**src/hw/icache_geom_pkg.sv**
```systemverilog
// -------------------------------------------------------------------------
// L1 instruction cache geometry
// 4 ways, 16 sets, 16-byte lines, 32-bit fetch words, physical addresses.
// Address layout is tag | index | word select | byte offset.
// -------------------------------------------------------------------------
`default_nettype none

package icache_geom_pkg;

    localparam int N_WAYS     = 4;
    localparam int N_SETS     = 16;
    localparam int LINE_BYTES = 16;
    localparam int WORD_BITS  = 32;
    localparam int ADDR_BITS  = 32;

    // derived widths
    localparam int LINE_BITS   = LINE_BYTES * 8;
    localparam int WAY_BITS    = $clog2(N_WAYS);
    localparam int OFFSET_BITS = $clog2(LINE_BYTES);
    localparam int INDEX_BITS  = $clog2(N_SETS);
    localparam int TAG_BITS    = ADDR_BITS - INDEX_BITS - OFFSET_BITS;
    localparam int WSEL_BITS   = $clog2(LINE_BITS / WORD_BITS);  // words per line

    typedef logic [ADDR_BITS-1:0]  paddr_t;
    typedef logic [TAG_BITS-1:0]   tag_t;
    typedef logic [INDEX_BITS-1:0] index_t;
    typedef logic [WSEL_BITS-1:0]  word_sel_t;
    typedef logic [LINE_BITS-1:0]  line_t;
    typedef logic [WORD_BITS-1:0]  word_t;
    typedef logic [WAY_BITS-1:0]   way_t;
    typedef logic [N_WAYS-1:0]     way_mask_t;  // one bit per way

endpackage

`default_nettype wire

```
**src/hw/icache_lookup_if.sv**
```systemverilog
// -------------------------------------------------------------------------
// L1 instruction cache array traffic
// Commands from the controller, read data back to hit check and replacement.
// -------------------------------------------------------------------------
`timescale 1ns/100ps
`default_nettype none

interface icache_lookup_if (
    input logic clk_i
);
    import icache_geom_pkg::*;

    // commands
    logic   rd_en;
    index_t index;
    logic   wr_en;
    way_t   wr_way;
    tag_t   wr_tag;
    line_t  wr_line;
    logic   inv_en;
    way_t   inv_way;
    logic   flush_en;

    // registered read of the addressed set
    tag_t  [N_WAYS-1:0] rd_tags;
    way_mask_t          rd_valid;
    line_t [N_WAYS-1:0] rd_lines;

    modport ctrl (
        output rd_en, index, wr_en, wr_way, wr_tag, wr_line, inv_en, inv_way, flush_en,
        input  rd_valid
    );

    modport arrays (
        input  rd_en, index, wr_en, wr_way, wr_tag, wr_line, inv_en, inv_way, flush_en,
        output rd_tags, rd_valid, rd_lines
    );

    modport check (input clk_i, rd_tags, rd_valid, rd_lines);

    modport replace (input rd_valid);

endinterface

`default_nettype wire

```
**src/hw/icache_replace.sv**
```systemverilog
// -------------------------------------------------------------------------
// L1 instruction cache victim choice
// First invalid way of the read set, else the round-robin pointer.
// -------------------------------------------------------------------------
`timescale 1ns/100ps
`default_nettype none

module icache_replace (
    input  logic                    clk_i,
    input  logic                    rst_n_i,
    icache_lookup_if.replace        lk,
    input  logic                    advance_i,
    output icache_geom_pkg::way_t   victim_o
);
    import icache_geom_pkg::*;

    way_t rr_ptr_q;

    // scan from the top so the lowest invalid way is left standing
    always_comb begin
        victim_o = rr_ptr_q;
        for (int w = N_WAYS - 1; w >= 0; w--) begin
            if (!lk.rd_valid[w]) begin
                victim_o = way_t'(w);
            end
        end
    end

    always_ff @(posedge clk_i or negedge rst_n_i) begin
        if (!rst_n_i) begin
            rr_ptr_q <= '0;
        end else if (advance_i) begin
            rr_ptr_q <= rr_ptr_q + 1'b1;    // wraps at N_WAYS
        end
    end

endmodule

`default_nettype wire

```
**src/flat_wrapper.sv**
```systemverilog
// flat-port wrapper written by rule: the top's interface ports become plain ports
module icache_replace_flat import icache_geom_pkg::*;
  (clk_i, rst_n_i, advance_i, victim_o, lk_rd_valid);
  icache_lookup_if lk_i (.clk_i(clk_i));
  input  logic clk_i;
  input  logic rst_n_i;
  input  logic advance_i;
  output icache_geom_pkg::way_t victim_o;
  input wire logic [$bits(lk_i.rd_valid)-1:0] lk_rd_valid;
  assign lk_i.rd_valid = lk_rd_valid;
  icache_replace u_core (.clk_i(clk_i), .rst_n_i(rst_n_i), .lk(lk_i), .advance_i(advance_i), .victim_o(victim_o));
endmodule
```
**config.mk**
```make
export PLATFORM = sky130hd
export DESIGN_NAME = icache_replace_flat
export DESIGN_NICKNAME = d
export VERILOG_FILES = /design/src/hw/icache_geom_pkg.sv /design/src/hw/icache_lookup_if.sv /design/src/hw/icache_replace.sv /design/src/flat_wrapper.sv
export SDC_FILE = /design/constraint.sdc
export NUM_CORES = 1
export LEC_CHECK = 0
export BUFFER_PORTS_ARGS = -buffer_cell sky130_fd_sc_hd__buf_2
export CAP_MARGIN = 20
export CORE_AREA = 2 2 39 41
export CTS_CLUSTER_DIAMETER = 40
export DETAILED_ROUTE_END_ITERATION = 12
export DIE_AREA = 0 0 41 43
export PLACE_DENSITY = 0.36
export SETUP_SLACK_MARGIN = 0.02
export SLEW_MARGIN = 25
export SYNTH_ARGS = -nofsm -noshare
export SYNTH_HDL_FRONTEND = slang
export SYNTH_SLANG_ARGS = --single-unit
```
**constraint.sdc**
```tcl
create_clock -name clk_i -period 1.25 [get_ports clk_i]
set_clock_uncertainty 0.15 [all_clocks]
set_input_delay 0.1875 -clock clk_i [delete_from_list [all_inputs] [get_ports clk_i]]
set_output_delay 0.1875 -clock clk_i [all_outputs]
set_load 0.02 [all_outputs]
```
# Word level (Yosys, flattened, before mapping)
# Cells that the tools add are included.
dict set report totals {
  out_inout_bits 2
  regBits 2
  input_bits 7
}
dict set report op_classes {
  addsub 1
  muxes 4
}
# cell count
set ops {}
lappend ops {{$mux W2} 4}
lappend ops {{$add A2 B1 Y2 const B} 1}

# Longest topological paths before layout
dict set report depth {
  ltp_word 4
  mapped_depth 2
  depth_no_buf 2
}

# Worst setup path after synthesis
# Ideal clock, no wire load.
dict set report synth_path {
  kind {flip-flop to output port}
  startpoint {register u_core.rr_ptr_q[1]}
  endpoint {output victim_o[1]}
  stages_incl_launch_ff 3
  slack_ns 0.145
  t_required_ns 0.912
  t_arrival_ns 0.768
  cell_sequence {dfrtp_1 -> inv_1 -> a31oi_1}
}
dict set report synth_between {
  elab_chain_len 4
}
# element line
set synth_rtl {}
lappend synth_rtl {{start, declared} icache_replace.sv:17} ;# way_t rr_ptr_q;
lappend synth_rtl {{start signal, assigned} icache_replace.sv:33} ;# rr_ptr_q <= rr_ptr_q + 1'b1;
lappend synth_rtl {{$mux W2 (4 in a row)} icache_replace.sv:23} ;# if (!lk.rd_valid[w]) begin
lappend synth_rtl {{end, declared} flat_wrapper.sv:8} ;# output icache_geom_pkg::way_t victim_o;
# Every way passes these cells.

# Worst setup path after layout
dict set report layout_path {
  startpoint {register u_core.rr_ptr_q[0]}
  endpoint {output victim_o[0]}
}
# The elaborated chain is that of the path after synthesis.

==> flow_metrics.py <==
metrics = {
    "outcome": {
        "status": "finished, violations left",
        "violations": "setup timing",
    },
    "global_routing": {
        "grt.overflow.total": 0,
        "antenna_found_initial": 0,
        "grt_pass1_vias": 146,
        "grt_max_degree": 4,
        "grt_pass1_wl_um": 510,
        "grt_usage_pct": 5.22,
    },
    "floorplanning": {
        "row_count": 14,
        "dieArea_mm2": 0.00176,
        "die_h_um": 43,
        "ioPinCount": 9,
        "die_x_um": 41,
        "initial_utilization_pct": 7.59,
        "core_area_mm2": 0.00138,
    },
    "power": {
        "peakVddDrop_mv": 0.624,
        "power.density_mw_per_mm2": 1860,
        "p_leak_nw": 0.117,
    },
    "detailed_routing": {
        "routedWlPerCell_um": 7.88,
        "drtAntennaViolNets": 0,
        "drcViolationCount": 0,
        "via_per_inst": 3.21,
        "first_iter_violations": 1,
        "finalWirelength_um": 331,
        "dr_total_vias": 135,
        "first_pass_iters": 5,
    },
    "cells_and_area": {
        "num_antenna_cells": 0,
        "regMostFlops": "u_core.rr_ptr_q",
        "largestRegisters": "u_core.rr_ptr_q (2)",
        "syn_to_final_growth_pct": 123,
        "finalNetCount": 35,
        "drive_gt1_share_pct": 57.7,
        "layout_commonest_cell": "buf_2",
        "final_cell_mix": "buf_2 (6), buf_4 (4), clkbuf_4 (3)",
        "largest_reg_flops": 2,
    },
    "placement": {
        "io_buffers": 8,
        "routabilityCongestion": 0.590,
        "dp_slack_ns": 0.0695,
    },
    "cts": {
        "worstSkewPairLatency_ns": 0.22,
        "cts_buffers": 3,
        "clock-sinks": 2,
        "cts.clk_slew.worst_paths_ns": 0.03,
        "cts_root_buffer": "clkbuf_4",
        "htree_levels": 1,
        "clock_path_buffers": 2,
        "cts_tree": "built",
    },
    "sta": {
        "setup_violations": 2,
        "hold_viol_final": 0,
        "period_needed_ns": 1.34,
        "final.setup.worst_slack_ns": -0.0869,
        "fin_tns_setup_ns": -0.120,
        "period_share_pct": 107,
        "rsz0062_at_grt": "true",
        "max_slew.worst_pin.slew_ns": 0.187,
        "maxSlewHeadroom_pct": 87.5,
        "drv_slew": 0,
        "fmax_mhz": 748,
    },
    "setup_path": {
        "end_kind": "output pin",
        "ff2ff_path_depth": 3,
        "cp_max_fo": 2,
        "cp-start-kind": "flop",
        "worst_ep_arrival_time_ns": 1.00,
        "crit_required_ns": 0.91,
        "critPathKind": "flop to output pin",
    },
    "hold_path": {
        "hp-class": "primary input to flop",
        "hold_depth": 2,
    },
    "yosys": {
        "synthCells": 11,
        "ys_ff_latch": 2,
        "synth_warnings": 0,
        "syn_area_um2": 105,
        "synth_cell_types": 9,
        "synthesis.nets": 18,
        "syn_area_per_cell_um2": 9.55,
        "synth_seq_area_share_pct": 47.6,
    },
    "job": {
        "drv_cap": 0,
    },
}
==> report_power, final <==
group | internal [mW] | leakage, nW | switching [mW]
Sequential | 0.0996 | 0.0233 | 0.0151
Combinational | 0.117 | 0.0796 | 0.0633
Clock | 0.106 | 0.0138 | 0.0356
Total | 0.322 | 0.117 | 0.114
==> worst max-delay path: stages, from the launching register on <==
cell and delay [ns]:
dfrtp_1 0.36, nand3b_1 0.15, and3_4 0.15, buf_6 0.12
==> stage by stage <==
| step | instances | hold WS [ns] | cell area [µm²] | total power, mW | util [%] |
|---|---|---|---|---|---|
| CTS | 41 | 0.000510 | 219 | 0.415 | 15.8 |
| global route | 42 | 0.00253 | 234 | 0.471 | 16.9 |
| global placement | 35 | -0.177 | 165 | 0.206 | 11.9 |
| floorplan | 11 | -0.258 | 105 | 0.182 | - |
| finish | 42 | 0.00679 | 234 | 0.436 | 16.9 |
| detailed placement | 35 | -0.173 | 165 | 0.211 | 11.9 |
==> cell families after synthesis <==
kind of cell	Yosys count	share of synthesized area, %
and+or+nand+nor	5	26.2
xor gates and xnor gates	2	16.7
DFF	2	47.6
AOI/OAI and AO/OA	1	5.96
buffers and inverters	1	3.57
==> cell type report <==
cell class / instances / area, µm²
clock buffer: 3 / 22.5
fill: 156 / 1150
inverter: 1 / 3.75
multi-input combinational: 8 / 56.3
sequential: 2 / 50.0
tap: 16 / 20.0
timing repair buffer: 12 / 81.3
==> timing repair <==
item / in CTS / in global routing
setup endpoints to repair: 2 / 2
buffers inserted: 2 / 1
hold buffers: 1 / 0
resized for setup: 2 / 2
pin swaps: 2 / 0
hold endpoints to repair: 2 / 0
==> final timing paths <==
kind	start	endpoint	slack (ns)
setup reg to reg	u_core.rr_ptr_q[0]$_DFFE_PN0P_	u_core.rr_ptr_q[0]$_DFFE_PN0P_	0.23
hold reg to reg	u_core.rr_ptr_q[1]$_DFFE_PN0P_	u_core.rr_ptr_q[1]$_DFFE_PN0P_	0.40
hold / removal	advance_i	u_core.rr_ptr_q[0]$_DFFE_PN0P_	0.007
setup / recovery	u_core.rr_ptr_q[0]$_DFFE_PN0P_	victim_o[0]	-0.09
min in group asynchronous	rst_n_i	u_core.rr_ptr_q[0]$_DFFE_PN0P_	0.15
max in group asynchronous	rst_n_i	u_core.rr_ptr_q[1]$_DFFE_PN0P_	0.71
==> Yosys cell counts <==
master	count	area share, %
a31oi_1	1	6.0
dfrtp_1	2	48
nand2b_1	1	6.0
and3_1	1	6.0
inv_1	1	3.6
nand2_1	2	7.1
xor2_1	1	8.3
nand3b_1	1	7.1
xnor2_1	1	8.3
==> layer usage <==
layer / up-vias / GRT usage, % / wire length, µm
met4: 0 / 8.00 / 0
li1: 68 / - / -
met2: 9 / 5.00 / 120
met3: 0 / 3.66 / 50
met1: 58 / 5.47 / 161
met5: - / 0 / 0
Power figures use the tool's default switching activity.
