[config.mk]
export PLATFORM = sky130hd
export DESIGN_NAME = icache_ctrl_flat
export DESIGN_NICKNAME = d
export VERILOG_FILES = /design/src/hw/icache_ctrl_pkg.sv /design/src/hw/icache_geom_pkg.sv /design/src/hw/icache_lookup_if.sv /design/src/hw/icache_ctrl.sv /design/src/flat_wrapper.sv
export SDC_FILE = /design/constraint.sdc
export NUM_CORES = 1
export LEC_CHECK = 0
export ABC_CLOCK_PERIOD_IN_PS = 11500
export BUFFER_PORTS_ARGS = -buffer_cell sky130_fd_sc_hd__buf_2
export CORE_AREA = 2 2 205 207
export DETAILED_ROUTE_END_ITERATION = 7
export DIE_AREA = 0 0 207 209
export PLACE_DENSITY = 0.54
export SLEW_MARGIN = 40
export SYNTH_ARGS = -nofsm -noshare
export SYNTH_HDL_FRONTEND = slang
export SYNTH_SLANG_ARGS = --single-unit
[constraint.sdc]
create_clock -name clk_i -period 11.5 [get_ports clk_i]
set_input_delay 1.15 -clock clk_i [delete_from_list [all_inputs] [get_ports clk_i]]
set_output_delay 1.15 -clock clk_i [all_outputs]
set_load 0.01 [all_outputs]
[src/hw/icache_ctrl_pkg.sv]
// -------------------------------------------------------------------------
// L1 instruction cache controller phases
// -------------------------------------------------------------------------
`default_nettype none

package icache_ctrl_pkg;

    // one request or invalidation in flight at a time
    typedef enum logic [2:0] {
        IDLE,       // waiting, accepts flush, invalidation or fetch
        LOOKUP,     // index presented to the arrays
        COMPARE,    // tags checked against the read set
        FILL_REQ,   // line request posted to the next level
        FILL_WAIT,  // waiting for the returned line
        REFILL      // returned line written into the victim way
    } ctrl_state_t;

endpackage

`default_nettype wire

[src/hw/icache_geom_pkg.sv]
// -------------------------------------------------------------------------
// L1 instruction cache geometry
// 4 ways, 16 sets, 16-byte lines, 32-bit fetch words, physical addresses.
// Address layout is tag | index | word select | byte offset.
// -------------------------------------------------------------------------
`default_nettype none

package icache_geom_pkg;

    localparam int N_WAYS     = 4;
    localparam int N_SETS     = 16;
    localparam int LINE_BYTES = 16;
    localparam int WORD_BITS  = 32;
    localparam int ADDR_BITS  = 32;

    // derived widths
    localparam int LINE_BITS   = LINE_BYTES * 8;
    localparam int WAY_BITS    = $clog2(N_WAYS);
    localparam int OFFSET_BITS = $clog2(LINE_BYTES);
    localparam int INDEX_BITS  = $clog2(N_SETS);
    localparam int TAG_BITS    = ADDR_BITS - INDEX_BITS - OFFSET_BITS;
    localparam int WSEL_BITS   = $clog2(LINE_BITS / WORD_BITS);  // words per line

    typedef logic [ADDR_BITS-1:0]  paddr_t;
    typedef logic [TAG_BITS-1:0]   tag_t;
    typedef logic [INDEX_BITS-1:0] index_t;
    typedef logic [WSEL_BITS-1:0]  word_sel_t;
    typedef logic [LINE_BITS-1:0]  line_t;
    typedef logic [WORD_BITS-1:0]  word_t;
    typedef logic [WAY_BITS-1:0]   way_t;
    typedef logic [N_WAYS-1:0]     way_mask_t;  // one bit per way

endpackage

`default_nettype wire

[src/hw/icache_lookup_if.sv]
// -------------------------------------------------------------------------
// L1 instruction cache array traffic
// Commands from the controller, read data back to hit check and replacement.
// -------------------------------------------------------------------------
`timescale 1ns/100ps
`default_nettype none

interface icache_lookup_if (
    input logic clk_i
);
    import icache_geom_pkg::*;

    // commands
    logic   rd_en;
    index_t index;
    logic   wr_en;
    way_t   wr_way;
    tag_t   wr_tag;
    line_t  wr_line;
    logic   inv_en;
    way_t   inv_way;
    logic   flush_en;

    // registered read of the addressed set
    tag_t  [N_WAYS-1:0] rd_tags;
    way_mask_t          rd_valid;
    line_t [N_WAYS-1:0] rd_lines;

    modport ctrl (
        output rd_en, index, wr_en, wr_way, wr_tag, wr_line, inv_en, inv_way, flush_en,
        input  rd_valid
    );

    modport arrays (
        input  rd_en, index, wr_en, wr_way, wr_tag, wr_line, inv_en, inv_way, flush_en,
        output rd_tags, rd_valid, rd_lines
    );

    modport check (input clk_i, rd_tags, rd_valid, rd_lines);

    modport replace (input rd_valid);

endinterface

`default_nettype wire

[src/hw/icache_ctrl.sv]
// -------------------------------------------------------------------------
// L1 instruction cache controller
// Blocking FSM for fetch, miss/refill and line invalidation. Flush is
// handled in IDLE without leaving the state.
// -------------------------------------------------------------------------
`timescale 1ns/100ps
`default_nettype none

module icache_ctrl (
    input  logic                        clk_i,
    input  logic                        rst_n_i,
    input  logic                        flush_i,
    input  logic                        req_valid_i,
    input  icache_geom_pkg::paddr_t     req_addr_i,
    input  logic                        inv_valid_i,
    input  icache_geom_pkg::paddr_t     inv_addr_i,
    input  logic                        hit_i,
    input  icache_geom_pkg::way_t       hit_way_i,
    input  icache_geom_pkg::way_t       victim_i,
    input  icache_geom_pkg::word_t      word_i,
    input  logic                        fill_req_ready_i,
    input  logic                        fill_resp_valid_i,
    input  icache_geom_pkg::line_t      fill_resp_data_i,
    icache_lookup_if.ctrl               lk,
    output icache_geom_pkg::tag_t       cmp_tag_o,
    output icache_geom_pkg::word_sel_t  word_sel_o,
    output logic                        advance_o,
    output logic                        resp_ready_o,
    output logic                        resp_valid_o,
    output icache_geom_pkg::word_t      resp_data_o,
    output icache_geom_pkg::paddr_t     resp_addr_o,
    output logic                        fill_req_valid_o,
    output icache_geom_pkg::paddr_t     fill_req_addr_o
);
    import icache_geom_pkg::*;
    import icache_ctrl_pkg::*;

    ctrl_state_t state_q;
    ctrl_state_t state_d;
    paddr_t      addr_q;        // fetch or invalidation address
    logic        is_inv_q;      // current pass is an invalidation
    way_t        victim_q;
    line_t       line_q;
    logic        resp_valid_q;
    word_t       resp_data_q;
    logic        take_inv;
    logic        take_req;
    logic        cmp_fetch;

    // flush > invalidation > request
    assign resp_ready_o = (state_q == IDLE) && !flush_i && !inv_valid_i;
    assign take_inv     = (state_q == IDLE) && !flush_i && inv_valid_i;
    assign take_req     = resp_ready_o && req_valid_i;
    assign cmp_fetch    = (state_q == COMPARE) && !is_inv_q;

    always_comb begin
        state_d = state_q;
        case (state_q)
            IDLE: begin
                if (take_inv || take_req) begin
                    state_d = LOOKUP;
                end
            end
            LOOKUP:  state_d = COMPARE;
            COMPARE: state_d = (is_inv_q || hit_i) ? IDLE : FILL_REQ;
            FILL_REQ: begin
                if (fill_req_ready_i) begin
                    state_d = FILL_WAIT;
                end
            end
            FILL_WAIT: begin
                if (fill_resp_valid_i) begin
                    state_d = REFILL;
                end
            end
            REFILL:  state_d = LOOKUP;  // replay the fetch
            default: state_d = IDLE;
        endcase
    end

    // -------------------------------------------------------------------------
    // array commands
    // -------------------------------------------------------------------------
    assign cmp_tag_o   = addr_q[ADDR_BITS-1 -: TAG_BITS];
    assign word_sel_o  = addr_q[OFFSET_BITS-1 -: WSEL_BITS];
    assign lk.rd_en    = (state_q == LOOKUP);
    assign lk.index    = addr_q[OFFSET_BITS +: INDEX_BITS];
    assign lk.wr_en    = (state_q == REFILL);
    assign lk.wr_way   = victim_q;
    assign lk.wr_tag   = cmp_tag_o;
    assign lk.wr_line  = line_q;
    assign lk.inv_en   = (state_q == COMPARE) && is_inv_q && hit_i;
    assign lk.inv_way  = hit_way_i;
    assign lk.flush_en = (state_q == IDLE) && flush_i;

    // read data still holds the miss set during refill
    assign advance_o = lk.wr_en && (&lk.rd_valid);

    // -------------------------------------------------------------------------
    // registers
    // -------------------------------------------------------------------------
    always_ff @(posedge clk_i or negedge rst_n_i) begin
        if (!rst_n_i) begin
            state_q      <= IDLE;
            is_inv_q     <= 1'b0;
            victim_q     <= '0;
            resp_valid_q <= 1'b0;
        end else begin
            state_q      <= state_d;
            resp_valid_q <= cmp_fetch && hit_i;
            if (take_inv || take_req) begin
                is_inv_q <= take_inv;
            end
            if (cmp_fetch && !hit_i) begin
                victim_q <= victim_i;   // way fixed at the miss
            end
        end
    end

    always_ff @(posedge clk_i) begin
        if (take_inv) begin
            addr_q <= inv_addr_i;
        end else if (take_req) begin
            addr_q <= req_addr_i;
        end
        if ((state_q == FILL_WAIT) && fill_resp_valid_i) begin
            line_q <= fill_resp_data_i;
        end
        if (cmp_fetch && hit_i) begin
            resp_data_q <= word_i;
        end
    end

    assign resp_valid_o     = resp_valid_q;
    assign resp_data_o      = resp_data_q;
    assign resp_addr_o      = addr_q;           // unchanged until next accept
    assign fill_req_valid_o = (state_q == FILL_REQ);
    assign fill_req_addr_o  = {addr_q[ADDR_BITS-1:OFFSET_BITS], {OFFSET_BITS{1'b0}}};

    // posted fill request holds until the next level takes it
    assert property (@(posedge clk_i) disable iff (!rst_n_i)
        fill_req_valid_o && !fill_req_ready_i
        |=> fill_req_valid_o && $stable(fill_req_addr_o));

endmodule

`default_nettype wire

[src/flat_wrapper.sv]
// flat-port wrapper written by rule: the top's interface ports become plain ports
module icache_ctrl_flat import icache_geom_pkg::*; import icache_ctrl_pkg::*;
  (clk_i, rst_n_i, flush_i, req_valid_i, req_addr_i, inv_valid_i, inv_addr_i, hit_i, hit_way_i, victim_i, word_i, fill_req_ready_i, fill_resp_valid_i, fill_resp_data_i, cmp_tag_o, word_sel_o, advance_o, resp_ready_o, resp_valid_o, resp_data_o, resp_addr_o, fill_req_valid_o, fill_req_addr_o, lk_rd_en, lk_index, lk_wr_en, lk_wr_way, lk_wr_tag, lk_wr_line, lk_inv_en, lk_inv_way, lk_flush_en, lk_rd_valid);
  icache_lookup_if lk_i (.clk_i(clk_i));
  input  logic clk_i;
  input  logic rst_n_i;
  input  logic flush_i;
  input  logic req_valid_i;
  input  icache_geom_pkg::paddr_t req_addr_i;
  input  logic inv_valid_i;
  input  icache_geom_pkg::paddr_t inv_addr_i;
  input  logic hit_i;
  input  icache_geom_pkg::way_t hit_way_i;
  input  icache_geom_pkg::way_t victim_i;
  input  icache_geom_pkg::word_t word_i;
  input  logic fill_req_ready_i;
  input  logic fill_resp_valid_i;
  input  icache_geom_pkg::line_t fill_resp_data_i;
  output icache_geom_pkg::tag_t cmp_tag_o;
  output icache_geom_pkg::word_sel_t word_sel_o;
  output logic advance_o;
  output logic resp_ready_o;
  output logic resp_valid_o;
  output icache_geom_pkg::word_t resp_data_o;
  output icache_geom_pkg::paddr_t resp_addr_o;
  output logic fill_req_valid_o;
  output icache_geom_pkg::paddr_t fill_req_addr_o;
  output wire logic [$bits(lk_i.rd_en)-1:0] lk_rd_en;
  output wire logic [$bits(lk_i.index)-1:0] lk_index;
  output wire logic [$bits(lk_i.wr_en)-1:0] lk_wr_en;
  output wire logic [$bits(lk_i.wr_way)-1:0] lk_wr_way;
  output wire logic [$bits(lk_i.wr_tag)-1:0] lk_wr_tag;
  output wire logic [$bits(lk_i.wr_line)-1:0] lk_wr_line;
  output wire logic [$bits(lk_i.inv_en)-1:0] lk_inv_en;
  output wire logic [$bits(lk_i.inv_way)-1:0] lk_inv_way;
  output wire logic [$bits(lk_i.flush_en)-1:0] lk_flush_en;
  input wire logic [$bits(lk_i.rd_valid)-1:0] lk_rd_valid;
  assign lk_rd_en = lk_i.rd_en;
  assign lk_index = lk_i.index;
  assign lk_wr_en = lk_i.wr_en;
  assign lk_wr_way = lk_i.wr_way;
  assign lk_wr_tag = lk_i.wr_tag;
  assign lk_wr_line = lk_i.wr_line;
  assign lk_inv_en = lk_i.inv_en;
  assign lk_inv_way = lk_i.inv_way;
  assign lk_flush_en = lk_i.flush_en;
  assign lk_i.rd_valid = lk_rd_valid;
  icache_ctrl u_core (.clk_i(clk_i), .rst_n_i(rst_n_i), .flush_i(flush_i), .req_valid_i(req_valid_i), .req_addr_i(req_addr_i), .inv_valid_i(inv_valid_i), .inv_addr_i(inv_addr_i), .hit_i(hit_i), .hit_way_i(hit_way_i), .victim_i(victim_i), .word_i(word_i), .fill_req_ready_i(fill_req_ready_i), .fill_resp_valid_i(fill_resp_valid_i), .fill_resp_data_i(fill_resp_data_i), .lk(lk_i), .cmp_tag_o(cmp_tag_o), .word_sel_o(word_sel_o), .advance_o(advance_o), .resp_ready_o(resp_ready_o), .resp_valid_o(resp_valid_o), .resp_data_o(resp_data_o), .resp_addr_o(resp_addr_o), .fill_req_valid_o(fill_req_valid_o), .fill_req_addr_o(fill_req_addr_o));
endmodule
---- Word-level counts from Yosys, hierarchy flattened ----
Index checks and enable logic that the tools add are counted.
word-level totals
  register bits ........................... 199
  bits of input ports ..................... 240
operators by class
  reduce and logical (&&, ||, !) cells .... 22
  muxes and demuxes ....................... 7
  eq/ne operators ......................... 8
operators with widths
  operator              count
  $mux W32              2
  $pmux W3 S6           1
  $logic_and A1 B1 Y1   12
  $mux W3               3
  $eq A3 B2 Y1 const B  2
  $eq A3 B3 Y1 const B  2
  $ne A2 B2 Y1 const B  3
  $logic_not A1 Y1      4
  $reduce_and A4 Y1     1
  $eq A3 B1 Y1 const B  1
  $logic_not A3 Y1      1
  $reduce_and A3 Y1     1
  $logic_or A1 B1 Y1    2
  $mux W2               1
  $reduce_bool A2 Y1    1

---- Longest topological paths before layout ----
Gate-level depths: netlist (run 1).
  depth after elaboration ................. 7
  gate-level depth with buffers ........... 5

---- Worst setup path before layout (run 1) ----
Ideal clock, no wire load.
  path kind ............................... in2reg
  from .................................... input fill_resp_valid_i
  to ...................................... register u_core.line_q[0], in the netlist u_core.lk.wr_line[0] (enable)
  setup time .............................. 772 ps
  slack ................................... 890 ps
  buffers on the path ..................... 0
  data arrival time ....................... 9838 ps
  stages .................................. 2
  path through ............................ nand2_1 -> nor3_1
between the ends
  word-level cells in the longest chain between the ends .. 1
RTL lines
  item                  line                text
  start, declared       flat_wrapper.sv:17  input logic fill_resp_valid_i;
  $logic_and A1 B1 Y1   icache_ctrl.sv:126  if ((state_q == FILL_WAIT) && fill_resp_valid_i) begin
  end signal, assigned  icache_ctrl.sv:127  line_q <= fill_resp_data_i;
  end, declared         icache_ctrl.sv:43   line_t line_q;
No other way between the ends.
A chain may end at the register's enable or synchronous reset.

---- Worst setup path in the final report (run 1) ----
  from .................................... input flush_i
  to ...................................... output resp_ready_o
between the ends
  word-level cells in the longest chain between the ends .. 3
RTL lines
  item                               line                text
  start, declared                    flat_wrapper.sv:7   input logic flush_i;
  $logic_not A1 Y1                   icache_ctrl.sv:51   assign resp_ready_o = (state_q == IDLE) && !flush_i && !inv_valid_i;
  $logic_and A1 B1 Y1 (2 in series)  icache_ctrl.sv:51
  end, declared                      flat_wrapper.sv:22  output logic resp_ready_o;
No other way between the ends.

==> impl_metrics.csv, run 1 <==
group,metric,value,unit
run_status,status,"completed",
floorplanning,die_area,43300,µm²
run,drv_cap,0,
sta,worstMarginPinSlew,0.716,ns
final_layout,fill_cells,4335,
sta,rsz0062_at_grt,"false",
grt,grt_pass1_wl,31.1,mm
synthesis,synth-seq-cells,199,
sta,skew,0.0140,ns
worst_hold_path,hold_depth,1,
setup_path,critPathBufInv,2,
setup_path,cp-end-kind,"output port",
final_layout,final_common_cell,"buf_2",
clock_tree,clk_latency,0.46,ns
setup_path,crit_type,"input pin to output port",
sta,tns,0,ns
clock_tree,htreeDepth,4,
final_layout,final_cell_mix,"buf_2 (521), edfxtp_1 (192), mux2_2 (34)",
setup_path,crit_path_frequent_cell,"buf_2",
routing,wirelength,22.5,mm
synthesis,netlist_area,7290,µm²
setup_path,rr_worst_depth,4,
power,peakVddDrop,99.4,µV
synthesis,yosysWarnings,0,
floorplanning,std_cell_rows,75,
synthesis,synth_cells,362,
routing,postRouteAntennaNets,0,
clock_tree,cts.sinks,199,
power,p_per_area,182,nW/µm²
placed_design,portBuffers,521,
sta,hold_viol_final,0,
synthesis,synthFlopType,"edfxtp_1",
routing,drt_iter0_drc,146,
synthesis,yosysUniqueCellTypes,30,
routing,firstDrtPassIters,4,
final_layout,fin_cells,1374,
floorplanning,dieWidth,207,µm
sta,fin_crit,3.15,ns
floorplanning,start_util,17.7,%
sta,fmax,317,MHz
setup_path,r2r-end,"u_core.lk.wr_line[56]",
setup_path,path_depth,4,
grt,grt-ovfl-total,0,
setup_path,reg2reg_slack,8.97,ns
routing,wl_per_cell,16.4,µm
power,finalPower,1930,µW
setup_path,worst_path_largest_cell_delay,0.45,ns
grt,grt_pass1_vias,4958,
sta,period_share,27.4,%
synthesis,synth_edf_count,192,
grt,groute.usage.overall,10.1,%
clock_tree,cts-resized-gates,0,
synthesis,synth.avg_cell_area,20.1,µm²
floorplanning,core,41300,µm²
final_layout,drive_above_1_share,72.7,%
clock_tree,numCtsBuffers,17,
worst_hold_path,hold_path_end,"u_core.lk.wr_way[0]",
grt,antenna_found_initial,16,
placed_design,dpl_cell_area,9940,µm²
setup_path,path_delay_family,"simple AND/OR/NAND/NOR gates",
sta,relSlewSlack,52.3,%
floorplanning,die_y,209,µm
final_layout,multi_input_area,648,µm²
final_layout,area_growth,45.5,%
setup_path,required,10.35,ns
placed_design,placed_cells,1335,
setup_path,cp.arrival,2.00,ns
worst_hold_path,hold_class,"register to register",
placed_design,dp_hpwl,18.2,mm
synthesis,ys_seq_area_share,81.5,%
routing,detail_route.vias_per_cell,3.51,
clock_tree,cts_buffer_depth,2,
clock_tree,post_cts_buffers,0,
final_layout,postLayoutCoreUtil,25.7,%
setup_path,path_cells,"buf_2, or4_4, nor2_1, buf_2",
clock_tree,cts_tree,"yes",
clock_tree,cts_hold_buffers,0,
sta,setup_viol,0,
final_layout,regArea,5940,µm²
routing,num_vias,4819,
routing,drc,0,
final_layout,nNetsFinal,1055,
worst_hold_path,min_from,"u_core.lk.wr_way[0]",
setup_path,slowest_stage,"or4_4",
setup_path,rr_startpoint,"u_core.state_q[2]",
final_layout,final_area,10600,µm²
clock_tree,cts_root_buffer,"clkbuf_16",
sta,final_max_slew_viol_count,0,
floorplanning,io_pins,530,
power,p_leak,0.00449,µW
placed_design,gp_congestion,0.781,
setup_path,crit_fanout,4,
setup_path,start_kind,"input pin",
clock_tree,clk_pin_slew,0.07,ns
synthesis,ys_async_sr_fraction,3.52,%
grt,grt_start_max_net_pins,75,
## final cells by class
type / instances / share of cell area, %
repair buffers: 525 / 25.2
inverters: 2 / 0.0708
clock buffers: 20 / 4.31
flip-flops and latches: 199 / 56.0
diodes: 7 / 0.165
well taps: 539 / 6.36
multi-input cells: 70 / 6.11
clock inverters: 12 / 1.78
## sequential cells by signal, summed over array words and instances (netlist names)
name	count
u_core.is_inv_q	1
u_core.lk.wr_line	128
u_core.lk.wr_way	2
u_core.resp_addr_o	32
u_core.resp_data_o	32
u_core.resp_valid_o	1
u_core.state_q	3
## report_power, final
group | leakage [µW] | switching, µW | internal [µW] | total, µW
combinational | 0.00235 | 191 | 148 | 340
clock | 0.000314 | 292 | 363 | 654
sequential | 0.00183 | 48.6 | 888 | 936
## metrics by stage
stage,hold slack (ns),setup WS (ns)
2_1_floorplan,0.516,0.890
3_3_place_gp,0.486,8.16
3_5_place_dp,0.489,8.32
4_1_cts,0.466,8.32
5_1_grt,0.476,8.27
6_report,0.502,8.35
## layer usage
metal,vias up,global-route usage (%),routed length [µm]
li1,2178,-,-
met1,2246,9.65,7750
met2,326,17.2,11300
met3,45,6.36,2900
met4,24,4.26,403
met5,-,0,156
## how the worst max path moves through the flow
| stage | startpoint | end | slack, ns |
|---|---|---|---|
| after floorplan | fill_resp_valid_i | u_core.lk.wr_line[0] | 0.89 |
| after global placement | fill_resp_valid_i | u_core.lk.wr_line[109] | 8.16 |
| after detailed placement | fill_resp_valid_i | u_core.lk.wr_line[105] | 8.32 |
| after CTS | flush_i | resp_ready_o | 8.32 |
| after global routing | flush_i | resp_ready_o | 8.27 |
| final | flush_i | resp_ready_o | 8.35 |
## synth_stat cells, types with 2 or more instances
master	n	share of area (%)
and2_2	2	0.21
nor2_1	7	0.36
buf_6	5	0.77
inv_1	2	0.10
edfxtp_1	192	79
dfrtp_1	7	2.4
buf_4	89	9.2
nand2_1	3	0.15
mux2_2	34	5.3
## cells by family (layout without fill, tap and decap cells)
family,count (synthesis),count (layout),synth area share [%]
AND/OR/NAND/NOR,26,26,2.51
AO/OA/AOI/OAI,6,6,0.652
flip-flops,199,199,81.5
other,1,11,0.0514
multiplexers,34,34,5.25
buffers and inverters,96,559,10.0
No activity file was read; power rests on OpenSTA's default activity.
==> inputs of run 2 (changes only) <==
Settings changed: ABC_CLOCK_PERIOD_IN_PS 11500 to 2800, CORE_AREA 2 2 205 207 to 2 2 204 206, DIE_AREA 0 0 207 209 to 0 0 206 208, PLACE_DENSITY 0.54 to 0.55.
Clock period 11.5 ns to 2.8 ns, I/O delays scaled along.
==> run 2 against run 1 <==
Effect of this change:
- non-clock buffer count grew 165
- total power grew to 4.1 times the previous value
- highest routed layer unchanged
- first-iteration DRC count grew 84%
- die area shrank 0.96%
- register-to-register slack lost 8.2 ns
- final cell count grew 11%
- critical path type is now register to output port
- critical endpoint unchanged
- largest cell class unchanged
- via count grew 13%
==> impl_metrics.csv, run 2 (same netlist as run 1, synthesis figures left out) <==
group,metric,value,unit
run_status,status,"completed",
clock_tree,numCtsBuffers,17,
sta,worst_hold_slack,0.0533,ns
power,p_int,5690,µW
routing,wirelength,24.9,mm
setup_path,crit_fanout,9,
clock_tree,cts-resized-gates,0,
grt,antenna_found_initial,8,
sta,relSlewSlack,65.1,%
clock_tree,clk_latency,0.46,ns
power,comb_power_share,19.5,%
final_layout,fin_cells,1529,
grt,grt_pass1_wl,34.7,mm
final_layout,multi_input_area,649,µm²
sta,setup_viol,0,
clock_tree,clk_pin_slew,0.09,ns
clock_tree,cts.sinks,199,
routing,detail_route.vias_per_cell,3.56,
routing,firstDrtPassIters,4,
setup_path,slowest_stage,"or4_4",
worst_hold_path,hold_class,"input pin to register",
routing,drt_iter0_drc,269,
sta,worstMarginPinSlew,0.524,ns
sta,timing.final.ws_setup,0.605,ns
sta,hold_viol_final,0,
clock_tree,cts_buffer_depth,2,
final_layout,drive_above_1_share,61.0,%
floorplanning,io_pins,530,
routing,wl_per_cell,16.3,µm
clock_tree,htreeDepth,4,
placed_design,dpl_cell_area,9940,µm²
placed_design,dp_hpwl,18.7,mm
grt,grt_start_max_net_pins,58,
floorplanning,dieWidth,206,µm
setup_path,start_kind,"register",
final_layout,regArea,5940,µm²
sta,skew,0.0186,ns
floorplanning,std_cell_rows,74,
final_layout,final_area,12200,µm²
routing,postRouteAntennaNets,0,
power,power.switching,2310,µW
run,drv_cap,0,
placed_design,post-place-ws,0.750,ns
grt,groute.usage.overall,11.3,%
final_layout,postLayoutCoreUtil,30.1,%
power,seq_power_share,48.3,%
sta,final_max_slew_viol_count,0,
power,p_per_area,656,nW/µm²
setup_path,cp.arrival,1.92,ns
sta,rsz0062_at_grt,"false",
setup_path,path_cells,"or4_4, nor2_1, buf_2",
setup_path,path_delay_family,"simple AND/OR/NAND/NOR gates",
final_layout,fill_cells,4108,
floorplanning,die_y,208,µm
grt,grt_pass1_vias,5767,
routing,num_vias,5441,
final_layout,largest_reg_flops,128,
final_layout,final_cell_mix,"buf_2 (521), edfxtp_1 (192), dlygate4sd3_1 (162)",
routing,drc,0,
final_layout,nNetsFinal,1220,
floorplanning,core,40600,µm²
power,switching_share,28.9,%
floorplanning,start_util,18.0,%
floorplanning,die_area,42800,µm²
power,clkPwrFrac,32.2,%
power,peakVddDrop,445,µV
final_layout,final_common_cell,"buf_2",
clock_tree,post_cts_buffers,0,
power,p_leak,0.00516,µW
clock_tree,cts_root_buffer,"clkbuf_16",
sta,fin_crit,2.20,ns
placed_design,portBuffers,521,
setup_path,required,2.52,ns
clock_tree,cts_tree,"yes",
setup_path,worst_path_largest_cell_delay,0.63,ns
placed_design,gp_congestion,0.776,
grt,grt-ovfl-total,0,
setup_path,critPathBufInv,1,
setup_path,crit_type,"register to output port",
sta,fmax,456,MHz
setup_path,cp-end-kind,"output port",
final_layout,area_growth,67.3,%
sta,period_share,78.4,%
placed_design,placed_cells,1331,
[run 2: cell types whose count changed in the layout (fill, tap and decap cells not counted), sizes merged]
| cell | before | now |
|---|---|---|
| buf | 525 | 528 |
| dlygate4sd3 | 0 | 162 |
| clkbuf | 20 | 17 |
| inv | 5 | 8 |
| bufinv | 3 | 1 |
| diode | 7 | 4 |
| clkinvlp | 0 | 1 |
| clkinv | 6 | 7 |
[run 2: metrics by stage]
step                TNS [ns]  power [µW]
finish                     0        7990
global route               0        8390
CTS                        0        8140
detailed placement         0        5330
global placement           0        5310
floorplan            -159.35        4840
[run 2: final timing paths]
kind	start	end	slack (ns)	cells after the start
hold / removal	victim_i[1]	u_core.lk.wr_way[1]	0.05	2
max in group asynchronous	rst_n_i	u_core.lk.wr_way[1]	2.41	2
setup reg to reg	u_core.state_q[0]	u_core.resp_addr_o[9]	0.74	3
hold reg to reg	u_core.lk.wr_way[1]	u_core.lk.wr_way[1]	0.52	1
min in group asynchronous	rst_n_i	u_core.lk.wr_way[0]	0.21	2
setup / recovery	u_core.state_q[0]	resp_ready_o	0.60	3
[run 2: area by class of cell]
class,count,area share (%)
timing repair buffer,690,35.2
sequential,199,48.7
clock buffer,17,3.49
tap,532,5.46
clock inverter,15,1.63
antenna,4,0.0821
inverter,2,0.0616
multi-input combinational,70,5.33
[run 2: worst reg2reg max path, stage by stage (launching register included)]
cell,delay (ns)
dfrtp_1,0.54
or4_4,0.63
nor2_4,0.11
buf_4,0.38
[run 2: power by group through the flow]
stage                     clock network [µW]  registers, µW  logic (µW)
final                                   2570           3860        1560
after global routing                    2790           3900        1700
after CTS                               2690           3860        1590
after floorplan                            0           3980         854
after detailed placement                   0           3920        1410
after global placement                     0           3910        1390
[run 2: what timing repair did]
action / CTS / global route
endpoints found under the setup margin: 0 / 0
hold endpoints to repair: 168 / 0
hold buffers: 162 / 0
[run 2: routing by layer]
layer | GRT usage, % | vias up | part of all wire [%]
met5 | 0 | - | 0.14
met2 | 19.6 | 287 | 51
met3 | 5.09 | 31 | 10
met1 | 11.7 | 2619 | 36
li1 | - | 2498 | -
met4 | 4.83 | 6 | 2.4
